`config.mk`:
```
export PLATFORM = sky130hd
export DESIGN_NAME = vdp_regs_top
export DESIGN_NICKNAME = d
export VERILOG_FILES = /design/src/hw/vdp_reg_pkg.sv /design/src/hw/vdp_bus_pkg.sv /design/src/hw/vdp_host_interface.sv /design/src/hw/vdp_copper.sv /design/src/hw/vdp_register_file.sv /design/src/hw/vdp_raster_counter.sv /design/src/hw/vdp_regs_top.sv
export SDC_FILE = /design/constraint.sdc
export NUM_CORES = 1
export LEC_CHECK = 0
export BUFFER_PORTS_ARGS = -buffer_cell sky130_fd_sc_hd__clkbuf_2
export CAP_MARGIN = 20
export CORE_MARGIN = 2
export CORE_UTILIZATION = 50
export DETAILED_ROUTE_END_ITERATION = 8
export PLACE_DENSITY = 0.66
export SLEW_MARGIN = 15
export SYNTH_ARGS = -nofsm -noshare
export SYNTH_HDL_FRONTEND = slang
export SYNTH_SLANG_ARGS = --single-unit
```
`constraint.sdc`:
```
create_clock -name clk -period 3.2 [get_ports clk]
set_input_delay 0.16 -clock clk [delete_from_list [all_inputs] [get_ports clk]]
set_output_delay 0.16 -clock clk [all_outputs]
set_load 0.1 [all_outputs]
```
`src/hw/vdp_reg_pkg.sv`:
```
// ~~~~~~~~~~~~~~~~~~~~~~~~~~~~~~~~~~~~~~~~~~~~~~~~~~~~~~~~~~~~~~~~~~~~~~~~~~~
// VDP register map, control register fields and copper instruction format.
// Blocks refer to these by scoped names, for example vdp_reg_pkg::reg_data_t.
// ~~~~~~~~~~~~~~~~~~~~~~~~~~~~~~~~~~~~~~~~~~~~~~~~~~~~~~~~~~~~~~~~~~~~~~~~~~~

`default_nettype none

package vdp_reg_pkg;

    localparam int REG_COUNT = 32;

    typedef logic [4:0]  reg_addr_t;
    typedef logic [15:0] reg_data_t;
    typedef logic [13:0] line_t;

    // Register map, every address not listed here is plain storage
    localparam reg_addr_t REG_CONTROL  = 5'd0;
    localparam reg_addr_t REG_SCROLL_X = 5'd1;
    localparam reg_addr_t REG_SCROLL_Y = 5'd2;

    // REG_CONTROL view, copper_enable sits in bit 0
    typedef struct packed {
        logic [14:0] spare;
        logic        copper_enable;
    } control_t;

    typedef enum logic [1:0] {
        COP_WAIT  = 2'd0,
        COP_WRITE = 2'd1,
        COP_END   = 2'd2
    } cop_op_t;

    typedef struct packed {
        cop_op_t op;
        line_t   target_line;
    } cop_wait_t;

    // Immediate is 9 bits and gets zero-extended on the way to the register
    typedef struct packed {
        cop_op_t    op;
        reg_addr_t  addr;
        logic [8:0] imm;
    } cop_write_word_t;

    // One program word, the op field lines up in both views
    typedef union packed {
        cop_wait_t       wait_view;
        cop_write_word_t write_view;
    } cop_word_u;

endpackage

`default_nettype wire

```
`src/hw/vdp_bus_pkg.sv`:
```
// ~~~~~~~~~~~~~~~~~~~~~~~~~~~~~~~~~~~~~~~~~~~~~~~~~~~~~~~~~~~~~~~~~~~~~~~~~~~
// Structs carried between the host interface, copper, register file and
// raster counter. Compile after vdp_reg_pkg.
// ~~~~~~~~~~~~~~~~~~~~~~~~~~~~~~~~~~~~~~~~~~~~~~~~~~~~~~~~~~~~~~~~~~~~~~~~~~~

`default_nettype none

package vdp_bus_pkg;

    // 16-bit bus uses bits 4..0 as the index
    // 8-bit bus uses bits 5..1 as the index and bit 0 as the byte select
    typedef logic [5:0] host_addr_t;

    // Merged write stream into the register file
    typedef struct packed {
        logic                  en;
        vdp_reg_pkg::reg_addr_t addr;
        vdp_reg_pkg::reg_data_t data;
    } reg_write_t;

    // Copper request towards the host interface
    typedef struct packed {
        logic                  en;
        vdp_reg_pkg::reg_addr_t addr;
        vdp_reg_pkg::reg_data_t data;
    } cop_write_t;

    typedef struct packed {
        vdp_reg_pkg::line_t line;
        logic               frame_start;
    } raster_t;

endpackage

`default_nettype wire

```
`src/hw/vdp_host_interface.sv`:
```
// ~~~~~~~~~~~~~~~~~~~~~~~~~~~~~~~~~~~~~~~~~~~~~~~~~~~~~~~~~~~~~~~~~~~~~~~~~~~
// Host side of the VDP register block. Merges host and copper writes into
// one stream with host priority, gates host writes on VRAM activity and
// generates the delayed read address and the ready level.
// ~~~~~~~~~~~~~~~~~~~~~~~~~~~~~~~~~~~~~~~~~~~~~~~~~~~~~~~~~~~~~~~~~~~~~~~~~~~

`timescale 1ns/10ps
`default_nettype none

module vdp_host_interface #(
    parameter int USE_8BIT_BUS = 0
) (
    input  wire                          clk,
    input  wire                          reset,

    input  wire vdp_bus_pkg::host_addr_t host_address,
    input  wire                          host_write_en,
    input  wire                          host_read_en,
    input  wire                          vram_write_pending,
    input  wire vdp_reg_pkg::reg_data_t  host_write_data,

    input  wire vdp_bus_pkg::cop_write_t cop_write,

    output vdp_bus_pkg::reg_write_t      reg_write,
    output vdp_reg_pkg::reg_addr_t       read_address,
    output logic                         ready
);

    vdp_bus_pkg::host_addr_t host_address_r;
    vdp_reg_pkg::reg_data_t  host_write_data_r;
    logic                    host_read_en_r;
    logic                    host_write_accept;
    logic                    host_write_accept_r;
    logic                    pending;
    logic [7:0]              low_byte;

    logic                    reg_write_en;
    vdp_reg_pkg::reg_addr_t  reg_write_addr;
    vdp_reg_pkg::reg_data_t  reg_write_data;

    // Host write only goes through with VRAM idle and the last write released
    assign host_write_accept = host_write_en && !vram_write_pending && !pending;

    always_ff @(posedge clk) begin
        host_address_r    <= host_address;
        host_write_data_r <= host_write_data;
    end

    always_ff @(posedge clk) begin
        if (reset) begin
            host_read_en_r      <= 1'b0;
            host_write_accept_r <= 1'b0;
            pending             <= 1'b0;
            ready               <= 1'b0;
        end else begin
            host_read_en_r      <= host_read_en;
            host_write_accept_r <= host_write_accept;

            // Writes are acknowledged at once, reads need one extra cycle
            ready <= host_write_accept || (host_read_en_r && host_read_en);

            // Stays set until the host drops its strobe
            if (pending && !host_write_en) begin
                pending <= 1'b0;
            end else if (host_write_accept) begin
                pending <= 1'b1;
            end
        end
    end

    always_ff @(posedge clk) begin
        if (reset) begin
            reg_write_en <= 1'b0;
        end else if (USE_8BIT_BUS != 0) begin
            // Only the odd byte issues a write, copper is not merged here
            reg_write_en <= host_write_accept_r && host_address_r[0];
        end else begin
            reg_write_en <= host_write_accept || cop_write.en;
        end
    end

    always_ff @(posedge clk) begin
        if (USE_8BIT_BUS != 0) begin
            if (host_write_accept_r) begin
                if (host_address_r[0]) begin
                    reg_write_addr <= host_address_r[5:1];
                    reg_write_data <= {host_write_data_r[7:0], low_byte};
                end else begin
                    low_byte <= host_write_data_r[7:0];
                end
            end
            read_address <= host_address_r[5:1];
        end else begin
            // Host wins over the copper
            if (host_write_accept) begin
                reg_write_addr <= host_address[4:0];
                reg_write_data <= host_write_data;
            end else begin
                reg_write_addr <= cop_write.addr;
                reg_write_data <= cop_write.data;
            end
            read_address <= host_address_r[4:0];
        end
    end

    assign reg_write = '{en: reg_write_en, addr: reg_write_addr, data: reg_write_data};

    // A copper write in the same cycle as a host write would be lost
    a_no_write_conflict: assert property (@(posedge clk) disable iff (reset)
        !((USE_8BIT_BUS == 0) && host_write_accept && cop_write.en))
        else $error("host / copper write conflict, host %h, copper %h",
                    host_address, cop_write.addr);

endmodule

`default_nettype wire

```
`src/hw/vdp_copper.sv`:
```
// ~~~~~~~~~~~~~~~~~~~~~~~~~~~~~~~~~~~~~~~~~~~~~~~~~~~~~~~~~~~~~~~~~~~~~~~~~~~
// Copper coprocessor. Holds a small program loaded by the host and runs it
// once per frame, waiting on raster lines and writing VDP registers.
// ~~~~~~~~~~~~~~~~~~~~~~~~~~~~~~~~~~~~~~~~~~~~~~~~~~~~~~~~~~~~~~~~~~~~~~~~~~~

`timescale 1ns/10ps
`default_nettype none

module vdp_copper #(
    parameter int PROGRAM_DEPTH = 16
) (
    input  wire                                 clk,
    input  wire                                 reset,

    input  wire                                 load_en,
    input  wire logic [$clog2(PROGRAM_DEPTH)-1:0] load_addr,
    input  wire vdp_reg_pkg::cop_word_u         load_data,

    input  wire vdp_reg_pkg::control_t          control,
    input  wire vdp_bus_pkg::raster_t           raster,

    output vdp_bus_pkg::cop_write_t             cop_write
);

    localparam int PC_W = $clog2(PROGRAM_DEPTH);

    vdp_reg_pkg::cop_word_u program_mem [PROGRAM_DEPTH];

    logic [PC_W-1:0]        pc;
    logic                   running;
    vdp_reg_pkg::cop_word_u word;
    logic                   last_slot;
    logic                   advance;
    logic                   stop;

    assign word      = program_mem[pc];
    assign last_slot = (pc == PC_W'(PROGRAM_DEPTH - 1));

    always_ff @(posedge clk) begin
        if (load_en) begin
            program_mem[load_addr] <= load_data;
        end
    end

    // Decode, both views share the op field
    always_comb begin
        advance = 1'b0;
        stop    = 1'b0;
        case (word.wait_view.op)
            vdp_reg_pkg::COP_WAIT:  advance = (raster.line == word.wait_view.target_line);
            vdp_reg_pkg::COP_WRITE: advance = 1'b1;
            default:                stop    = 1'b1;
        endcase
    end

    always_ff @(posedge clk) begin
        if (reset) begin
            running   <= 1'b0;
            pc        <= '0;
            cop_write <= '0;
        end else begin
            cop_write.en <= 1'b0;

            if (raster.frame_start && control.copper_enable) begin
                pc      <= '0;
                running <= 1'b1;
            end else if (running) begin
                if (!control.copper_enable || stop) begin
                    running <= 1'b0;
                end else if (advance) begin
                    if (word.write_view.op == vdp_reg_pkg::COP_WRITE) begin
                        cop_write.en   <= 1'b1;
                        cop_write.addr <= word.write_view.addr;
                        cop_write.data <= {7'b0, word.write_view.imm};
                    end
                    // Falling off the end of memory acts like COP_END
                    if (last_slot) begin
                        running <= 1'b0;
                    end else begin
                        pc <= pc + 1'b1;
                    end
                end
            end
        end
    end

    // The fourth opcode encoding is never loaded into a running program
    a_legal_opcode: assert property (@(posedge clk) disable iff (reset)
        running |-> (word.wait_view.op != 2'b11))
        else $error("copper fetched unused opcode at pc %0d", pc);

endmodule

`default_nettype wire

```
`src/hw/vdp_register_file.sv`:
```
// ~~~~~~~~~~~~~~~~~~~~~~~~~~~~~~~~~~~~~~~~~~~~~~~~~~~~~~~~~~~~~~~~~~~~~~~~~~~
// The 32 VDP registers. Written from the merged write stream, read
// combinationally by the host and decoded into control fields.
// ~~~~~~~~~~~~~~~~~~~~~~~~~~~~~~~~~~~~~~~~~~~~~~~~~~~~~~~~~~~~~~~~~~~~~~~~~~~

`timescale 1ns/10ps
`default_nettype none

module vdp_register_file (
    input  wire                          clk,
    input  wire                          reset,

    input  wire vdp_bus_pkg::reg_write_t reg_write,

    input  wire vdp_reg_pkg::reg_addr_t  read_address,
    output vdp_reg_pkg::reg_data_t       read_data,

    output vdp_reg_pkg::control_t        control
);

    vdp_reg_pkg::reg_data_t regs [vdp_reg_pkg::REG_COUNT];

    always_ff @(posedge clk) begin
        if (reset) begin
            for (int i = 0; i < vdp_reg_pkg::REG_COUNT; i++) begin
                regs[i] <= '0;
            end
        end else if (reg_write.en) begin
            regs[reg_write.addr] <= reg_write.data;
        end
    end

    // Host read port, address already delayed by the host interface
    assign read_data = regs[read_address];

    assign control = vdp_reg_pkg::control_t'(regs[vdp_reg_pkg::REG_CONTROL]);

endmodule

`default_nettype wire

```
`src/hw/vdp_raster_counter.sv`:
```
// ~~~~~~~~~~~~~~~~~~~~~~~~~~~~~~~~~~~~~~~~~~~~~~~~~~~~~~~~~~~~~~~~~~~~~~~~~~~
// Pixel and line counters. Gives the current line and a frame start pulse
// to the copper and to the top level.
// ~~~~~~~~~~~~~~~~~~~~~~~~~~~~~~~~~~~~~~~~~~~~~~~~~~~~~~~~~~~~~~~~~~~~~~~~~~~

`timescale 1ns/10ps
`default_nettype none

module vdp_raster_counter #(
    parameter int H_TOTAL = 8,
    parameter int V_TOTAL = 12
) (
    input  wire                  clk,
    input  wire                  reset,
    output vdp_bus_pkg::raster_t raster
);

    localparam int PIX_W = (H_TOTAL > 1) ? $clog2(H_TOTAL) : 1;

    logic [PIX_W-1:0] pixel;

    always_ff @(posedge clk) begin
        if (reset) begin
            pixel  <= '0;
            raster <= '0;
        end else begin
            raster.frame_start <= 1'b0;
            if (pixel == PIX_W'(H_TOTAL - 1)) begin
                pixel <= '0;
                if (raster.line == vdp_reg_pkg::line_t'(V_TOTAL - 1)) begin
                    raster.line        <= '0;
                    raster.frame_start <= 1'b1;   // both counters back at 0
                end else begin
                    raster.line <= raster.line + 1'b1;
                end
            end else begin
                pixel <= pixel + 1'b1;
            end
        end
    end

    a_line_in_range: assert property (@(posedge clk) disable iff (reset)
        raster.line < V_TOTAL)
        else $error("raster line %0d out of range", raster.line);

endmodule

`default_nettype wire

```
`src/hw/vdp_regs_top.sv`:
```
// ~~~~~~~~~~~~~~~~~~~~~~~~~~~~~~~~~~~~~~~~~~~~~~~~~~~~~~~~~~~~~~~~~~~~~~~~~~~
// Top of the VDP register front end. Wires host interface, copper, register
// file and raster counter together and sets their parameters.
// ~~~~~~~~~~~~~~~~~~~~~~~~~~~~~~~~~~~~~~~~~~~~~~~~~~~~~~~~~~~~~~~~~~~~~~~~~~~

`timescale 1ns/10ps
`default_nettype none

module vdp_regs_top #(
    parameter int USE_8BIT_BUS  = 0,
    parameter int PROGRAM_DEPTH = 16,
    parameter int H_TOTAL       = 8,
    parameter int V_TOTAL       = 12
) (
    input  wire                                   clk,
    input  wire                                   reset,

    input  wire vdp_bus_pkg::host_addr_t          host_address,
    input  wire                                   host_write_en,
    input  wire vdp_reg_pkg::reg_data_t           host_write_data,
    input  wire                                   host_read_en,
    input  wire                                   vram_write_pending,

    input  wire                                   cop_load_en,
    input  wire logic [$clog2(PROGRAM_DEPTH)-1:0] cop_load_addr,
    input  wire vdp_reg_pkg::cop_word_u           cop_load_data,

    output logic                                  ready,
    output vdp_reg_pkg::reg_data_t                host_read_data,
    output vdp_bus_pkg::raster_t                  raster
);

    vdp_bus_pkg::cop_write_t cop_write;
    vdp_bus_pkg::reg_write_t reg_write;
    vdp_reg_pkg::reg_addr_t  read_address;
    vdp_reg_pkg::control_t   control;

    vdp_host_interface #(
        .USE_8BIT_BUS(USE_8BIT_BUS)
    ) vdp_host_interface_inst (
        .clk               (clk),
        .reset             (reset),
        .host_address      (host_address),
        .host_write_en     (host_write_en),
        .host_read_en      (host_read_en),
        .vram_write_pending(vram_write_pending),
        .host_write_data   (host_write_data),
        .cop_write         (cop_write),
        .reg_write         (reg_write),
        .read_address      (read_address),
        .ready             (ready)
    );

    vdp_copper #(
        .PROGRAM_DEPTH(PROGRAM_DEPTH)
    ) vdp_copper_inst (
        .clk      (clk),
        .reset    (reset),
        .load_en  (cop_load_en),
        .load_addr(cop_load_addr),
        .load_data(cop_load_data),
        .control  (control),
        .raster   (raster),
        .cop_write(cop_write)
    );

    vdp_register_file vdp_register_file_inst (
        .clk         (clk),
        .reset       (reset),
        .reg_write   (reg_write),
        .read_address(read_address),
        .read_data   (host_read_data),
        .control     (control)
    );

    vdp_raster_counter #(
        .H_TOTAL(H_TOTAL),
        .V_TOTAL(V_TOTAL)
    ) vdp_raster_counter_inst (
        .clk   (clk),
        .reset (reset),
        .raster(raster)
    );

endmodule

`default_nettype wire

```
# Word level (Yosys, flattened, before mapping)
# Memories as Yosys holds them, arrays and structs flattened. A register that Yosys moved wholly into a read port is not among the register bits.
# Index checks and enable logic that the tools add are counted.
dict set report totals {
  ramBits 768
  output_inout_bits 32
  input_bits 48
  memories 2
  regBits 68
  elab_cells 78
}
dict set report classes {
  reduce_logical 22
  add_sub_neg 3
  eq_ne 5
  bitwise 6
  muxes 24
}
# name words width rd rd_clocked_by_memory_dff write_ports line_no
set memory_table {}
lappend memory_table {vdp_register_file_inst.regs 32 16 2 1 32 vdp_register_file.sv:21} ;# vdp_reg_pkg::reg_data_t regs [vdp_reg_pkg::REG_COUNT];
lappend memory_table {vdp_copper_inst.program_mem 16 16 1 1 1 vdp_copper.sv:27} ;# vdp_reg_pkg::cop_word_u program_mem [PROGRAM_DEPTH];
# cell count
set ops {}
lappend ops {{$mux W22} 1}
lappend ops {{$mux W16} 1}
lappend ops {{$reduce_or A16 Y1} 1}
lappend ops {{$mux W1} 15}
lappend ops {{$add A14 B1 Y14 const B} 1}
lappend ops {{$eq A14 B14 Y1} 1}
lappend ops {{$eq A14 B4 Y1 const B} 1}
lappend ops {{$mux W14} 1}
lappend ops {{$mux W5} 2}
lappend ops {{$reduce_or A2 Y1} 5}
lappend ops {{$mux W9} 1}
lappend ops {{$mux W4} 2}
lappend ops {{$not A1 Y1} 6}
lappend ops {{$logic_and A1 B1 Y1} 5}
lappend ops {{$reduce_and A5 Y1} 1}
lappend ops {{$reduce_or A5 Y1} 1}
lappend ops {{$add A4 B1 Y4 const B} 1}
lappend ops {{$eq A4 B4 Y1 const B} 1}
lappend ops {{$logic_not A1 Y1} 4}
lappend ops {{$reduce_and A4 Y1} 1}
lappend ops {{$add A3 B1 Y3 const B} 1}
lappend ops {{$eq A3 B3 Y1 const B} 1}
lappend ops {{$logic_or A1 B1 Y1} 3}
lappend ops {{$eq A2 B1 Y1 const B} 1}
lappend ops {{2 further kinds} 2}

# Logic depth before layout (Yosys ltp)
dict set report logic_depth {
  ltp_word 8
  mapped_depth 11
  ltp_nobuf 8
}

# By module
# From an unflattened synthesis, not the netlist that was laid out.
dict set report hier_totals {
  hier_cells 2536
  hier_area_um2 37253.2
}
# mod cells_each area_each_um2 n_inst seq_area_each_um2
set modules_own_cells {}
lappend modules_own_cells {vdp_register_file 1757 23904.2 1 15374.7}
lappend modules_own_cells {vdp_copper 624 11373.4 1 8167.8}
lappend modules_own_cells {vdp_host_interface 68 1112.3 1 700.7}
lappend modules_own_cells {vdp_raster_counter 87 863.3 1 360.3}

# Worst setup path before layout
# Ideal clock, no wire load.
dict set report synth_path {
  path_kind {register to output}
  startpoint {register with a tool-made name}
  endpoint {output port host_read_data[0]}
  slack_ns 0.417
  required_time_ns 3.040
  stages_incl_launch_ff 6
  path_buffers 2
  arrival_ns 2.623
  cell_sequence {dfxtp_1 buf_2 buf_1 mux4_2 mux4_2 mux2_2}
}
# element line_no
set synth_lines {}
lappend synth_lines {{end: declaration} vdp_regs_top.sv:29} ;# output vdp_reg_pkg::reg_data_t host_read_data,

==> impl_metrics.yaml <==
outcome:
  status: "finished, final reports clean"
placement:
  routabilityCongestion: 0.819
  pre_cts_ws_ps: 179
  dp_hpwl_mm: 53.8
  place.port_buffers: 78
critical_path:
  crit_path_start_kind: "flip-flop"
  critPathMostFrequentCell: "buf_12"
  crit_chain: "buf_12 > buf_12 > mux4_2 > mux4_2 > mux2_2 > buf_12"
  r2r_slack_ps: 260
  rr_endpoint: "vdp_copper_inst.pc[1]$_SDFFE_PP0P_"
  worstSetupPathType: "reg2out"
  crit_buf_inv: 3
  crit_family: "multiplexers"
  end_kind: "primary output"
  crit_fanout: 16
  rr_worst_depth: 9
  crit_required_ps: 3040
  cpMaxStageDelayCell: "mux4_2"
  max_stage_delay_ps: 570
  cp.arrival_ps: 3010
grt:
  grt_use_total: 0.238
  groute.layer.met1.usage: 0.330
  grt_first_pass_wirelength_mm: 129
  met2_usage: 0.387
  grt_max_degree: 34
  gr-max-usage-layer: "met2"
  met3_usage: 0.0461
  grt_pass1_vias: 19700
  overflow: 0
  antenna_found_initial: 7
final_layout:
  area_delta_synth_final_pct: 15.3
  drive_gt1_frac: 0.268
  fin_nets: 2361
drt:
  post_drt_via_cell_ratio: 5.80
  drc: 0
  wl_per_cell_um: 26.3
  drt_iter0_drc: 1905
  antenna_left: 0
  drt_wl_total_mm: 87.6
  dr.pass1.iters: 5
  vias: 19300
sta:
  finalHoldViolCount: 0
  drv_slew: 0
  worst_pin_slew_ps: 1170
  tns_ps: 0
  fmax_mhz: 315
  fin_ws_ps: 27.2
  setup_viol: 0
  post-route-period-util: 0.991
  relSlewSlack: 0.219
  rsz0062_at_grt: "true"
  fin_skew_ps: 16.8
  period_needed_ps: 3170
floorplanning:
  row_count: 98
  die-area_sq_mm: 0.0745
  core_area_sq_mm: 0.0716
  die_y_um: 273
  initial_utilization: 0.505
  ios: 80
  die_width_um: 273
yosys:
  syn_area_sq_mm: 0.0362
  ys_ff_latch: 845
  yosysWarnings: 0
  async_flop_share: 0
  syn_inst: 2141
  syn_area_per_cell_sq_um: 16.9
  synth-edff-count: 768
  ys_top_cells_by_count: "edfxtp_1 (768), and2_1 (523), mux4_2 (219), clkbuf_1 (120), nor2_1 (89)"
  synth.area.top_cells: "edfxtp_1 (64%), mux4_2 (14%), and2_1 (9.0%)"
  synth_top_area_share: 0.637
  synthesis.nets: 2193
  seq_area_frac_synth: 0.680
  yosysUniqueCellTypes: 62
  ys.flop_type: "edfxtp_1"
  yosys.area.top_type: "edfxtp_1"
  synth_most_common_cell: "edfxtp_1"
cts:
  clk_path_buf_depth: 3
  cts_root_buffer: "clkbuf_16"
  numCtsBuffers: 88
  cts_tree: "built"
  cts.sinks: 845
  clkLatencyLatePin_ps: 640
  cts_max_level: 3
  cts.clk_slew.worst_paths_ps: 60
hold_path:
  worstHoldPathCells: 2
  hp-class: "in2reg"
  min_to: "vdp_copper_inst.program_mem[8][3]$_DFFE_PP_"
  min-delay-start: "cop_load_addr[0]"
power_and_ir_drop:
  internal_power_w: 0.0186
  power_density_mw_per_mm2: 571
  switchingPower_w: 0.00522
  pwr-share-comb: 0.065
  clockPowerShare: 0.412
  peakVddDrop_uv: 546
  switching_share: 0.219
  seqPwrFrac: 0.523
  leakage_nw: 14.7
flow_run:
  drv_cap: 0
[timing repair]
action / 4_1_cts / 5_1_grt
gates cloned: 1 / 1
endpoints found under the hold margin: 285 / 0
gates resized for setup: 7 / 7
hold buffers: 40 / 0
endpoints found under the setup margin: 16 / 19
buffers inserted: 3 / 13
pin swaps: 0 / 0
[routing by layer]
metal,wire length [um],part of all wire,vias to the layer above
li1,-,-,8424
met1,35800,0.41,10000
met2,43100,0.49,706
met3,6100,0.070,158
met4,2500,0.028,6
met5,37,0.00042,-
[logic make-up (layout without fill, tap and decap cells)]
family | after synthesis | count (layout) | synth area share
AO/OA/AOI/OAI | 57 | 57 | 0.0118
XOR/XNOR | 27 | 27 | 0.00653
adder cells (fa/ha/maj) | 4 | 4 | 0.00138
buffers and inverters | 161 | 400 | 0.0200
flip-flops | 845 | 845 | 0.680
multiplexers | 289 | 289 | 0.157
other | 0 | 3 | 0
AND/OR/NAND/NOR | 758 | 758 | 0.123
[worst max-delay path by stage]
stage / from / end / slack [ps] / cells after the start
after floorplan: flip-flop / host_read_data[0] / 420 / 5
after global placement: flip-flop / vdp_copper_inst.pc[0]$_SDFFE_PP0P_ / 210 / 9
after detailed placement: flip-flop / vdp_copper_inst.pc[2]$_SDFFE_PP0P_ / 180 / 10
after CTS: flip-flop / host_read_data[2] / -40 / 6
after global routing: flip-flop / host_read_data[3] / -40 / 6
final: flip-flop / host_read_data[3] / 30 / 6
[cells in the final DEF, fill, tap and decap left out, drive strengths merged, types with 3 or more instances in the layout]
| cell | instances |
|---|---|
| nor3 | 9 |
| o21ai | 8 |
| xor2 | 17 |
| nor4 | 4 |
| or3b | 4 |
| or3 | 5 |
| a22oi | 12 |
| dlygate4sd3 | 40 |
| bufinv | 5 |
| and2 | 523 |
| or2 | 33 |
| edfxtp | 768 |
| clkinv | 30 |
| nand3b | 7 |
| mux2i | 36 |
| inv | 9 |
| nand2 | 33 |
| nor2 | 91 |
| nand4 | 5 |
| a22o | 3 |
| mux4 | 219 |
| o21a | 3 |
| xnor2 | 10 |
| a21oi | 8 |
| ha | 4 |
| diode | 3 |
| nand3 | 9 |
| o211ai | 3 |
| mux2 | 34 |
| nor3b | 4 |
| nor2b | 9 |
| buf | 130 |
| and3 | 8 |
| nand2b | 10 |
| a221oi | 6 |
| dfxtp | 77 |
| clkbuf | 186 |
[area by class of cell]
class | count | area, sq um
clock buffer | 123 | 2410
multi-input combinational | 1135 | 10900
inverter | 6 | 22.5
fill | 5357 | 29900
clock inverter | 38 | 325
tap | 950 | 1190
timing repair buffer | 233 | 2210
antenna | 3 | 7.51
sequential | 845 | 24600
[through the flow]
stage | area (sq um) | hold WS (ps) | utilization | std cells | power (W)
after floorplan | 36200 | 188 | - | 2141 | 0.0135
after global placement | 38300 | 280 | 0.535 | 3109 | 0.0141
after detailed placement | 38300 | 284 | 0.535 | 3109 | 0.0142
after CTS | 41500 | 83.1 | 0.580 | 3314 | 0.0239
after global routing | 41700 | 102 | 0.583 | 3330 | 0.0245
final | 41700 | 119 | 0.583 | 3333 | 0.0238
[sequential cells by signal, indices dropped and copies added (netlist names), named ones only]
| register | flops |
|---|---|
| vdp_register_file_inst.regs | 512 |
| vdp_host_interface_inst.ready | 1 |
| vdp_copper_inst.pc | 4 |
| vdp_host_interface_inst.host_read_en_r | 1 |
| vdp_copper_inst.program_mem | 256 |
| vdp_host_interface_inst.pending | 1 |
| vdp_host_interface_inst.host_address_r | 5 |
| vdp_host_interface_inst.reg_write_en | 1 |
| vdp_copper_inst.running | 1 |
| vdp_host_interface_inst.reg_write_addr | 5 |
| vdp_raster_counter_inst.raster | 15 |
| vdp_copper_inst.cop_write | 15 |
| vdp_raster_counter_inst.pixel | 3 |
| vdp_host_interface_inst.reg_write_data | 16 |
[power by group through the flow]
stage	Clock (W)	Sequential, W	Combinational (W)
after CTS	0.00995	0.0125	0.00154
after detailed placement	0	0.0127	0.00147
after global placement	0	0.0127	0.00146
after global routing	0.0104	0.0125	0.00162
after floorplan	0	0.0126	0.000899
final	0.00983	0.0125	0.00155
Power figures use the tool's default switching activity.
